[config.mk]
export PLATFORM = sky130hd
export DESIGN_NAME = udp_endpoint
export DESIGN_NICKNAME = d
export VERILOG_FILES = /design/src/design/udp_pkg.sv /design/src/design/udp_stream_if.sv /design/src/design/payload_fifo.sv /design/src/design/status_display.sv /design/src/design/udp_endpoint.sv /design/src/design/udp_rx_filter.sv /design/src/design/udp_tx_framer.sv
export SDC_FILE = /design/constraint.sdc
export NUM_CORES = 1
export LEC_CHECK = 0
export CAP_MARGIN = 0
export CORE_MARGIN = 4
export CORE_UTILIZATION = 68
export CTS_CLUSTER_DIAMETER = 120
export DETAILED_ROUTE_END_ITERATION = 8
export DONT_BUFFER_PORTS = 1
export GPL_TIMING_DRIVEN = 0
export PLACE_DENSITY_LB_ADDON = 0.12
export SLEW_MARGIN = 20
export SYNTH_ARGS = -nofsm -noshare
export SYNTH_HDL_FRONTEND = slang
export SYNTH_SLANG_ARGS = --single-unit
export TNS_END_PERCENT = 100
[constraint.sdc]
create_clock -name i_clk -period 6.29 [get_ports i_clk]
set_clock_uncertainty 0.15 [all_clocks]
set_input_delay 0.3145 -clock i_clk [delete_from_list [all_inputs] [get_ports i_clk]]
set_output_delay 0.3145 -clock i_clk [all_outputs]
set_load 0.1 [all_outputs]
[src/design/udp_pkg.sv]
`default_nettype none

package udp_pkg;

    // stream and header field types
    typedef logic [7:0]  byte_t;
    typedef logic [15:0] port_t;
    typedef logic [15:0] len_t;

    // first octet sits in the top byte
    typedef logic [31:0] ipv4_t;

    // bit 0 is segment a, bit 6 is segment g, active low
    typedef logic [6:0]  seg7_t;

    // udp header layout, big-endian fields
    localparam int UDP_HDR_BYTES = 8;
    localparam int HDR_DPORT_HI  = 2;
    localparam int HDR_DPORT_LO  = 3;

    // receive filter states
    typedef enum logic [1:0] {
        RX_HDR,
        RX_PASS,
        RX_DROP
    } rx_state_e;

    // transmit framer states
    typedef enum logic [1:0] {
        TX_IDLE,
        TX_HDR,
        TX_PAY
    } tx_state_e;

endpackage

`default_nettype wire

[src/design/udp_stream_if.sv]
`default_nettype none

interface udp_stream_if;
    import udp_pkg::*;

    byte_t data;
    logic  valid;
    logic  ready;
    logic  last;

    modport source (
        output data, valid, last,
        input  ready
    );

    modport sink (
        input  data, valid, last,
        output ready
    );

    // passive tap, e.g. for status logic
    modport monitor (
        input data, valid, ready, last
    );

endinterface

`default_nettype wire

[src/design/payload_fifo.sv]
`default_nettype none

module payload_fifo #(
    parameter int FIFO_DEPTH = 16
) (
    input wire logic   i_clk,
    input wire logic   i_rst,
    udp_stream_if.sink   s_in,
    udp_stream_if.source m_out
);
    import udp_pkg::*;

    localparam int         AW         = $clog2(FIFO_DEPTH);
    localparam logic [AW:0] FULL_COUNT = (AW + 1)'(FIFO_DEPTH);

    // each entry holds {last, data}
    logic [8:0]    mem [FIFO_DEPTH];
    logic [AW-1:0] wr_ptr;
    logic [AW-1:0] rd_ptr;
    logic [AW:0]   count;
    logic          wr_en;
    logic          rd_en;

    assign s_in.ready  = (count != FULL_COUNT);
    assign m_out.valid = (count != '0);
    assign m_out.data  = byte_t'(mem[rd_ptr][7:0]);
    assign m_out.last  = mem[rd_ptr][8];

    assign wr_en = s_in.valid && s_in.ready;
    assign rd_en = m_out.valid && m_out.ready;

    always_ff @(posedge i_clk) begin
        if (wr_en) begin
            mem[wr_ptr] <= {s_in.last, s_in.data};
        end
    end

    always_ff @(posedge i_clk) begin
        if (i_rst) begin
            wr_ptr <= '0;
            rd_ptr <= '0;
            count  <= '0;
        end else begin
            if (wr_en) begin
                wr_ptr <= wr_ptr + 1'b1;
            end
            if (rd_en) begin
                rd_ptr <= rd_ptr + 1'b1;
            end
            // simultaneous read and write leaves the count alone
            case ({wr_en, rd_en})
                2'b10:   count <= count + 1'b1;
                2'b01:   count <= count - 1'b1;
                default: count <= count;
            endcase
        end
    end

    a_no_overfill: assert property (
        @(posedge i_clk) disable iff (i_rst)
        count <= FULL_COUNT
    );

    // pointers only coincide with data present when completely full
    a_valid_not_empty: assert property (
        @(posedge i_clk) disable iff (i_rst)
        m_out.valid |-> (rd_ptr != wr_ptr || count == FULL_COUNT)
    );

endmodule

`default_nettype wire

[src/design/status_display.sv]
`default_nettype none

module status_display #(
    parameter udp_pkg::ipv4_t DEST_IP = {8'd192, 8'd168, 8'd50, 8'd82}
) (
    input  wire logic      i_clk,
    input  wire logic      i_rst,
    input  wire logic      i_hdr_accepted,
    udp_stream_if.monitor  mon,
    output udp_pkg::byte_t o_led,
    output udp_pkg::seg7_t o_hex [8]
);
    import udp_pkg::*;

    logic  in_frame;
    logic  mon_xfer;
    ipv4_t ip_q;

    // active-low hex digit patterns
    function automatic seg7_t hex_to_seg(input logic [3:0] nib);
        case (nib)
            4'h0:    return 7'h40;
            4'h1:    return 7'h79;
            4'h2:    return 7'h24;
            4'h3:    return 7'h30;
            4'h4:    return 7'h19;
            4'h5:    return 7'h12;
            4'h6:    return 7'h02;
            4'h7:    return 7'h78;
            4'h8:    return 7'h00;
            4'h9:    return 7'h10;
            4'hA:    return 7'h08;
            4'hB:    return 7'h03;
            4'hC:    return 7'h46;
            4'hD:    return 7'h21;
            4'hE:    return 7'h06;
            default: return 7'h0E;
        endcase
    endfunction

    assign mon_xfer = mon.valid && mon.ready;

    // first byte of each datagram goes to the leds
    always_ff @(posedge i_clk) begin
        if (i_rst) begin
            in_frame <= 1'b0;
            o_led    <= '0;
        end else if (mon_xfer) begin
            if (!in_frame) begin
                o_led <= mon.data;
            end
            in_frame <= !mon.last;
        end
    end

    always_ff @(posedge i_clk) begin
        if (i_rst) begin
            ip_q <= '0;
        end else if (i_hdr_accepted) begin
            ip_q <= DEST_IP;
        end
    end

    // digit k shows nibble k
    always_comb begin
        for (int k = 0; k < 8; k++) begin
            o_hex[k] = hex_to_seg(ip_q[4*k +: 4]);
        end
    end

endmodule

`default_nettype wire

[src/design/udp_endpoint.sv]
`default_nettype none

module udp_endpoint #(
    parameter udp_pkg::port_t LOCAL_PORT = 16'd1234,
    parameter udp_pkg::port_t DEST_PORT  = 16'd8080,
    parameter udp_pkg::ipv4_t DEST_IP    = {8'd192, 8'd168, 8'd50, 8'd82},
    parameter int             FIFO_DEPTH = 16
) (
    input  wire logic           i_clk,
    input  wire logic           i_rst,
    // receive side
    input  wire udp_pkg::byte_t i_in_data,
    input  wire logic           i_in_valid,
    output logic                o_in_ready,
    input  wire logic           i_in_last,
    output udp_pkg::byte_t      o_rx_data,
    output logic                o_rx_valid,
    input  wire logic           i_rx_ready,
    output logic                o_rx_last,
    output udp_pkg::byte_t      o_led,
    // transmit side
    input  wire logic           i_tx_hdr_valid,
    output logic                o_tx_hdr_ready,
    input  wire udp_pkg::len_t  i_tx_length,
    input  wire udp_pkg::byte_t i_tx_data,
    input  wire logic           i_tx_valid,
    output logic                o_tx_ready,
    input  wire logic           i_tx_last,
    output udp_pkg::byte_t      o_out_data,
    output logic                o_out_valid,
    input  wire logic           i_out_ready,
    output logic                o_out_last,
    // seven-segment digits, digit 0 is the low nibble
    output udp_pkg::seg7_t      o_hex0,
    output udp_pkg::seg7_t      o_hex1,
    output udp_pkg::seg7_t      o_hex2,
    output udp_pkg::seg7_t      o_hex3,
    output udp_pkg::seg7_t      o_hex4,
    output udp_pkg::seg7_t      o_hex5,
    output udp_pkg::seg7_t      o_hex6,
    output udp_pkg::seg7_t      o_hex7
);
    import udp_pkg::*;

    seg7_t hex_w [8];
    logic  hdr_accepted;

    udp_stream_if filt_if ();
    udp_stream_if rx_out_if ();

    assign rx_out_if.ready = i_rx_ready;
    assign o_rx_data       = rx_out_if.data;
    assign o_rx_valid      = rx_out_if.valid;
    assign o_rx_last       = rx_out_if.last;

    udp_rx_filter #(
        .LOCAL_PORT(LOCAL_PORT)
    ) rx_filter_i (
        .i_clk     (i_clk),
        .i_rst     (i_rst),
        .i_in_data (i_in_data),
        .i_in_valid(i_in_valid),
        .o_in_ready(o_in_ready),
        .i_in_last (i_in_last),
        .m_out     (filt_if.source)
    );

    payload_fifo #(
        .FIFO_DEPTH(FIFO_DEPTH)
    ) rx_fifo_i (
        .i_clk(i_clk),
        .i_rst(i_rst),
        .s_in (filt_if.sink),
        .m_out(rx_out_if.source)
    );

    udp_tx_framer #(
        .LOCAL_PORT(LOCAL_PORT),
        .DEST_PORT (DEST_PORT)
    ) tx_framer_i (
        .i_clk         (i_clk),
        .i_rst         (i_rst),
        .i_tx_hdr_valid(i_tx_hdr_valid),
        .o_tx_hdr_ready(o_tx_hdr_ready),
        .i_tx_length   (i_tx_length),
        .i_tx_data     (i_tx_data),
        .i_tx_valid    (i_tx_valid),
        .o_tx_ready    (o_tx_ready),
        .i_tx_last     (i_tx_last),
        .o_out_data    (o_out_data),
        .o_out_valid   (o_out_valid),
        .i_out_ready   (i_out_ready),
        .o_out_last    (o_out_last),
        .o_hdr_accepted(hdr_accepted)
    );

    status_display #(
        .DEST_IP(DEST_IP)
    ) status_i (
        .i_clk         (i_clk),
        .i_rst         (i_rst),
        .i_hdr_accepted(hdr_accepted),
        .mon           (rx_out_if.monitor),
        .o_led         (o_led),
        .o_hex         (hex_w)
    );

    assign o_hex0 = hex_w[0];
    assign o_hex1 = hex_w[1];
    assign o_hex2 = hex_w[2];
    assign o_hex3 = hex_w[3];
    assign o_hex4 = hex_w[4];
    assign o_hex5 = hex_w[5];
    assign o_hex6 = hex_w[6];
    assign o_hex7 = hex_w[7];

endmodule

`default_nettype wire

[src/design/udp_rx_filter.sv]
`default_nettype none

module udp_rx_filter #(
    parameter udp_pkg::port_t LOCAL_PORT = 16'd1234
) (
    input  wire logic           i_clk,
    input  wire logic           i_rst,
    input  wire udp_pkg::byte_t i_in_data,
    input  wire logic           i_in_valid,
    output logic                o_in_ready,
    input  wire logic           i_in_last,
    udp_stream_if.source        m_out
);
    import udp_pkg::*;

    localparam logic [2:0] LAST_HDR_IDX = 3'(UDP_HDR_BYTES - 1);

    rx_state_e  state;
    logic [2:0] hdr_cnt;
    port_t      dport_q;
    logic       in_xfer;

    // header and drop phases never stall the input
    assign o_in_ready = (state == RX_PASS) ? m_out.ready : 1'b1;
    assign in_xfer    = i_in_valid && o_in_ready;

    // payload goes straight through while passing
    assign m_out.data  = i_in_data;
    assign m_out.last  = i_in_last;
    assign m_out.valid = (state == RX_PASS) && i_in_valid;

    // destination port is bytes 2 and 3 of the header
    always_ff @(posedge i_clk) begin
        if (state == RX_HDR && in_xfer) begin
            if (hdr_cnt == 3'(HDR_DPORT_HI)) begin
                dport_q[15:8] <= i_in_data;
            end
            if (hdr_cnt == 3'(HDR_DPORT_LO)) begin
                dport_q[7:0] <= i_in_data;
            end
        end
    end

    always_ff @(posedge i_clk) begin
        if (i_rst) begin
            state   <= RX_HDR;
            hdr_cnt <= '0;
        end else if (in_xfer) begin
            case (state)
                RX_HDR: begin
                    if (i_in_last) begin
                        // short datagram is thrown away
                        hdr_cnt <= '0;
                    end else if (hdr_cnt == LAST_HDR_IDX) begin
                        hdr_cnt <= '0;
                        state   <= (dport_q == LOCAL_PORT) ? RX_PASS : RX_DROP;
                    end else begin
                        hdr_cnt <= hdr_cnt + 3'd1;
                    end
                end
                RX_PASS, RX_DROP: begin
                    if (i_in_last) begin
                        state <= RX_HDR;
                    end
                end
                default: state <= RX_HDR;
            endcase
        end
    end

    // forwarded payload only follows a header that carried the local port
    a_valid_only_in_pass: assert property (
        @(posedge i_clk) disable iff (i_rst)
        m_out.valid |-> (hdr_cnt == '0 && dport_q == LOCAL_PORT)
    );

endmodule

`default_nettype wire

[src/design/udp_tx_framer.sv]
`default_nettype none

module udp_tx_framer #(
    parameter udp_pkg::port_t LOCAL_PORT = 16'd1234,
    parameter udp_pkg::port_t DEST_PORT  = 16'd8080
) (
    input  wire logic           i_clk,
    input  wire logic           i_rst,
    input  wire logic           i_tx_hdr_valid,
    output logic                o_tx_hdr_ready,
    input  wire udp_pkg::len_t  i_tx_length,
    input  wire udp_pkg::byte_t i_tx_data,
    input  wire logic           i_tx_valid,
    output logic                o_tx_ready,
    input  wire logic           i_tx_last,
    output udp_pkg::byte_t      o_out_data,
    output logic                o_out_valid,
    input  wire logic           i_out_ready,
    output logic                o_out_last,
    output logic                o_hdr_accepted
);
    import udp_pkg::*;

    localparam logic [2:0] LAST_HDR_IDX = 3'(UDP_HDR_BYTES - 1);

    tx_state_e  state;
    logic [2:0] byte_idx;
    len_t       len_q;
    byte_t      hdr_byte;
    logic       hdr_acc;

    assign o_tx_hdr_ready = (state == TX_IDLE);
    assign hdr_acc        = i_tx_hdr_valid && o_tx_hdr_ready;

    // header bytes, all fields big-endian, checksum left at zero
    always_comb begin
        case (byte_idx)
            3'd0:    hdr_byte = LOCAL_PORT[15:8];
            3'd1:    hdr_byte = LOCAL_PORT[7:0];
            3'd2:    hdr_byte = DEST_PORT[15:8];
            3'd3:    hdr_byte = DEST_PORT[7:0];
            3'd4:    hdr_byte = len_q[15:8];
            3'd5:    hdr_byte = len_q[7:0];
            default: hdr_byte = 8'h00;
        endcase
    end

    always_comb begin
        o_out_data  = hdr_byte;
        o_out_valid = 1'b0;
        o_out_last  = 1'b0;
        o_tx_ready  = 1'b0;
        case (state)
            TX_HDR: o_out_valid = 1'b1;
            TX_PAY: begin
                o_out_data  = i_tx_data;
                o_out_valid = i_tx_valid;
                o_out_last  = i_tx_last;
                o_tx_ready  = i_out_ready;
            end
            default: ;
        endcase
    end

    // udp length covers header plus payload
    always_ff @(posedge i_clk) begin
        if (hdr_acc) begin
            len_q <= len_t'(i_tx_length + len_t'(UDP_HDR_BYTES));
        end
    end

    always_ff @(posedge i_clk) begin
        if (i_rst) begin
            state          <= TX_IDLE;
            byte_idx       <= '0;
            o_hdr_accepted <= 1'b0;
        end else begin
            o_hdr_accepted <= hdr_acc;
            case (state)
                TX_IDLE: begin
                    if (hdr_acc) begin
                        state    <= TX_HDR;
                        byte_idx <= '0;
                    end
                end
                TX_HDR: begin
                    if (i_out_ready) begin
                        byte_idx <= byte_idx + 3'd1;
                        if (byte_idx == LAST_HDR_IDX) begin
                            // empty datagram has nothing to forward
                            state <= (len_q == len_t'(UDP_HDR_BYTES)) ? TX_IDLE : TX_PAY;
                        end
                    end
                end
                TX_PAY: begin
                    if (i_tx_valid && i_out_ready && i_tx_last) begin
                        state <= TX_IDLE;
                    end
                end
                default: state <= TX_IDLE;
            endcase
        end
    end

    // held output must not change until the sink takes it
    a_out_stable: assert property (
        @(posedge i_clk) disable iff (i_rst)
        (o_out_valid && !i_out_ready) |=> (o_out_valid && $stable(o_out_data))
    );

endmodule

`default_nettype wire

======== After elaboration in Yosys (flattened, before gate mapping) ========
Memory sizes are Yosys's and may differ from the RTL's. A register that Yosys moved wholly into a read port is not among the register bits.
Index checks and enable logic that the tools add are counted.
operators by class
  add/subtract/negate cells ............... 7
  equal/unequal tests ..................... 25
  multiplexer cells ....................... 41
  bitwise gates (word level) .............. 1
  reduce and logical (&&, ||, !) cells .... 23
operators with widths
  cell                   count
  $mux 4                 16
  $pmux 8 s6             1
  $mux 2                 9
  $add 16x4->16 const B  1
  $eq 16x11->1 const B   1
  $eq 16x4->1 const B    1
  $eq 3x2->1 const B     4
  $eq 3x3->1 const B     4
  $mux 3                 4
  $ne 2x2->1 const B     5
  $pmux 5 s2             1
  $add 4x1->4 const B    2
  $logic_and 1x1->1      8
  $mux 8                 1
  $reduce_and 2->1       4
  $reduce_and 4->1       2
  $add 3x1->3 const B    2
  $eq 2x1->1 const B     3
  $eq 2x2->1 const B     3
  $pmux 2 s3             1
  $pmux 3 s2             1
  $add 5x1->5 const B    1
  $mux 1                 5
  $ne 5x5->1 const B     1
  13 further kinds       16
storage, ports and cells
  register bits after elaboration ......... 66
  RAM bits ................................ 144
  bits in read-only memories .............. 896
  input port bits ......................... 41
  output and inout bits ................... 87
  memories ................................ 9
memory list
  name              depth  bits a word  read ports  clocked after memory_dff  write ports  line                  RTL
  rx_fifo_i.mem     16     9            1           1                         1            payload_fifo.sv:17    logic [8:0] mem [FIFO_DEPTH];
  (name not given)  16     7            1           1                         0            status_display.sv:21  case (nib)
  (name not given)  16     7            1           1                         0            status_display.sv:21
  (name not given)  16     7            1           1                         0            status_display.sv:21
  (name not given)  16     7            1           1                         0            status_display.sv:21
  (name not given)  16     7            1           1                         0            status_display.sv:21
  3 more memories   n/a    n/a          n/a         n/a                       n/a          n/a

======== Logic depth before layout (Yosys ltp) ========
  depth in word-level cells ............... 5
  gate-level depth with buffers ........... 13
  depth with buffers taken out ............ 12

======== By module ========
Synthesis repeated with hierarchy kept, for this count alone.
unflattened totals
  cell total of the unflattened synthesis .. 668
  area total of the unflattened synthesis .. 9799.4 µm²
by module, submodules not included
  module          times used  cells each  area each (µm²)  seq. area each (µm²)
  payload_fifo    1           354         6478.7           4664.5
  udp_tx_framer   1           137         1408.9           600.6
  udp_rx_filter   1           74          988.4            580.6
  status_display  1           103         923.4            280.3

======== Worst setup path after synthesis ========
OpenSTA, ideal clock, no wires.
  path kind ............................... register to output
  from .................................... register tx_framer_i.byte_idx[0]
  to ...................................... output o_out_data[0]
  arrival time ............................ 2.795 ns
  data required time ...................... 5.826 ns
  slack ................................... 3.030 ns
  stages on the path, launching flop included .. 8
  path through ............................ dfxtp_1 > inv_1 > ha_1 > clkbuf_1 > nor3_1 > a21oi_1 > o21ai_0 > o21ai_1
between the ends
  longest elaborated chain between the ends .. 3
  elaborated cells between the ends (all ways) .. 8
  those cells by class .................... eq/ne (5); mux (2); reduce/logical (1)
RTL lines
  what                                      line                 RTL
  start: declaration                        udp_tx_framer.sv:27  logic [2:0] byte_idx;
  start signal: assignment                  udp_tx_framer.sv:88  byte_idx <= byte_idx + 3'd1;
  $eq 3x3->1, or another cell as far along  udp_tx_framer.sv:37  case (byte_idx)
  $pmux 8 s6 *                              udp_tx_framer.sv:37
  $mux 8 *                                  udp_tx_framer.sv:53  case (state)
  end: declaration                          udp_endpoint.sv:29   output udp_pkg::byte_t o_out_data,
Every way passes the cells marked *; elsewhere a longest branch is shown, timed or not.

======== Final worst setup path ========
  from .................................... register tx_framer_i.byte_idx[2]
  to ...................................... output o_out_data[3]
Same word-level chain as after synthesis.

==> run metrics <==
CTS tree yes; layout cells sized above 1 0.2016; GRT Total Usage 0.2546; Setup crit start tx_framer_i.byte_idx[2]; Worst setup SP type flip-flop; post-synthesis adder-cell area fraction 0.03256; setup tns final 0 ps; end point of the critical path o_out_data[3]; Top Ports 128; Ys Warns 0; Worst Path Max Fanout 10; Layout area overhead 14.94%; Worst-path clk slew 60 ps; number of flops mapped to enable cells by yosys 176; Post-Route Utilization 0.7955; pre-CTS WS 3039 ps; synthesis-stage register bit count 218; Async SR Flop Fraction 0; ANT nets after route 0; initial antenna violation count 0; worst r2r path cells 12; final setup vio count 0; Die W 126.9 um; register area share after synthesis 0.6377; Netlist Area Pre-Place 9607 um2; # DRC 0; period utilization 0.5707; RR Startpoint rx_fifo_i.count[2]; PwrDens 362.6 nW/um2; # placed instances 855; reg-to-reg endpoint rx_fifo_i.count[2]; Worst Tran Pin Value 1120 ps; P_leak 3.890 nW; Initial Util 0.6921; cts repair resizes 0; Max Cap Violations 0; delay-heaviest family, CP compound AO/OA/AOI/OAI gates; vias per cell 6.061; vias in the first global route 5627; WP depth 7; commonest non-fill, non-tap cell in the layout edfxtp_1; Worst Slack Setup Final 2700 ps; 1st-pass router iterations 5; gr ovfl total 0; Compound-Gate Fraction of Synth Area 0.06108; Hold Vio Cnt, Final 0; dpl hpwl 12.86 mm; Slew Viols, Final 0; placer congestion estimate 0.8507; outcome finished, final reports clean; die height 126.9 um; Crit Path Class reg -> out; Die Area 16090 um2; clk buf depth 3; Gate Count Post-Synth 637; drt total wl 20.16 mm; Max Fclk 278.6 MHz; xor-xnor portion of the synthesized cell area 0.01823; worst hold path type in -> reg; area share of the largest cell type after synthesis 0.5501; TritonCTS Buffers 21; required time of the worst setup path 5830 ps; maximum VDD drop 0.2710 mV; initial drt markers 524; FF-to-FF setup slack 3000 ps; largest net degree at the start of global routing 20; Row Count 43; multiplexer area fraction after synthesis 0.1190; first-pass GRT wire length 31.55 mm; Tmin final 3590 ps; CP max stage delay 910 ps; CP cell instances clkbuf_1, inv_1, ha_1, nor3_1, a21oi_1, o21ai_0, o21ai_2; Num Clock Sinks 218; core area 13880 um2; area leader, netlist edfxtp_1; routed len/inst 21.82 um; post-synthesis simple-gate area fraction 0.06864; worst skew pair latency 500 ps; unrepaired setup endpoints after global routing no; WHS Path Cells 4; Fillers 756; crit path buf inv count 2; H-tree Lvls 1; nets@finish 796; largest cells by area after synthesis edfxtp_1, dfxtp_1, mux4_2; Root Driver clkbuf_16; WHS 12.83 ps; Synth cell types 55; crit path max-delay cell type o21ai_2; PortBufs 0; Arr. time, crit path 3130 ps; combinational family with the most area after synthesis multiplexers; CP endpoint kind primary output; final non-filler cell total 924; antenna diode count 0; via count 5600; syn_area_per_cell 15.08 um2; relative slew slack 0.2536; commonest non-fill, non-tap cells in the layout edfxtp_1, buf_4, dfxtp_1; commonest register cell after synthesis edfxtp_1
-- metrics by stage --
stage | power, W | instance area (um2)
floorplan | 0.002712 | 9742
global placement | 0.002793 | 9967
detailed placement | 0.002856 | 10110
CTS | 0.004000 | 11040
global route | 0.004134 | 11040
finish | 0.004004 | 11040
-- state kept, by name, indices dropped and copies added (netlist names), named ones only --
name / cells
status_i.in_frame: 1
status_i.o_led: 8
tx_framer_i.state: 2
tx_framer_i.byte_idx: 3
rx_fifo_i.rd_ptr: 4
rx_fifo_i.count: 5
rx_fifo_i.mem: 144
rx_fifo_i.wr_ptr: 4
tx_framer_i.len_q: 16
rx_filter_i.dport_q: 16
rx_filter_i.state: 2
status_i.ip_q: 1
rx_filter_i.hdr_cnt: 3
status_i.o_hex: 4
tx_framer_i.o_hdr_accepted: 1
-- metal layers --
layer	vias to the layer above	wire, um	global-route usage
li1	2527	-	-
met3	31	1443	0.03747
met2	276	10510	0.4496
met4	0	325	0.05047
met5	-	0	0
met1	2766	7881	0.3424
-- tightest hold or removal path, delay by kind of cell --
family / cells / cell delay, ps
AND/OR/NAND/NOR: 2 / 110
AO/OA/AOI/OAI: 1 / 70
XOR/XNOR: 1 / 130
-- worst min-delay path by stage --
stage                                    start                   end
floorplan           tx_framer_i.o_hdr_accepted    status_i.o_hex[20]
global placement                i_tx_length[2]  tx_framer_i.len_q[2]
detailed placement              i_tx_length[2]  tx_framer_i.len_q[2]
CTS                                      i_rst    rx_fifo_i.count[3]
global route                        i_rx_ready             flip-flop
finish                              i_in_valid   rx_fifo_i.wr_ptr[3]
-- report_power, final --
| group | leakage (nW) | internal (W) | switching, W | total [W] |
|---|---|---|---|---|
| clock network | 0.293 | 0.000630 | 0.000503 | 0.00113 |
| logic | 1.67 | 0.000234 | 0.000826 | 0.00106 |
| registers | 1.93 | 0.00163 | 0.000178 | 0.00181 |
| total | 3.89 | 0.00250 | 0.00151 | 0.00400 |
-- layout make-up --
type	instances	area, um2	area share
timing repair buffer	34	335.3	0.03037
multi-input combinational	357	3151	0.2853
inverter	20	75.07	0.006799
tap	180	225.2	0.02040
clock buffer	30	569.3	0.05156
buffer	78	521.8	0.04725
sequential	218	6127	0.5549
clock inverter	7	37.54	0.003399
-- kinds of logic (layout without fill, tap and decap cells) --
kind of cell / count (synthesis) / in the layout
compound gates: 78 / 78
xor+xnor: 20 / 20
fa+ha+maj: 25 / 25
buf+inv: 98 / 169
flops: 218 / 218
mux: 68 / 68
other cells: 2 / 38
simple gates: 128 / 128
-- synth_stat cells (10+ instances only) --
cell,n
edfxtp_1,176
buf_4,53
dfxtp_1,42
mux4_2,37
nor2_1,37
mux2i_1,31
ha_1,25
nand2_1,21
inv_1,20
a21oi_1,16
clkbuf_1,14
nand3_1,14
nor3_1,10
xnor2_1,10
xor2_1,10
-- what timing repair did --
action / in CTS / in global routing
setup buffers: 0 / 0
hold buffers: 32 / 0
endpoints found under the hold margin: 189 / 0
(Power assumes the default switching activity.)
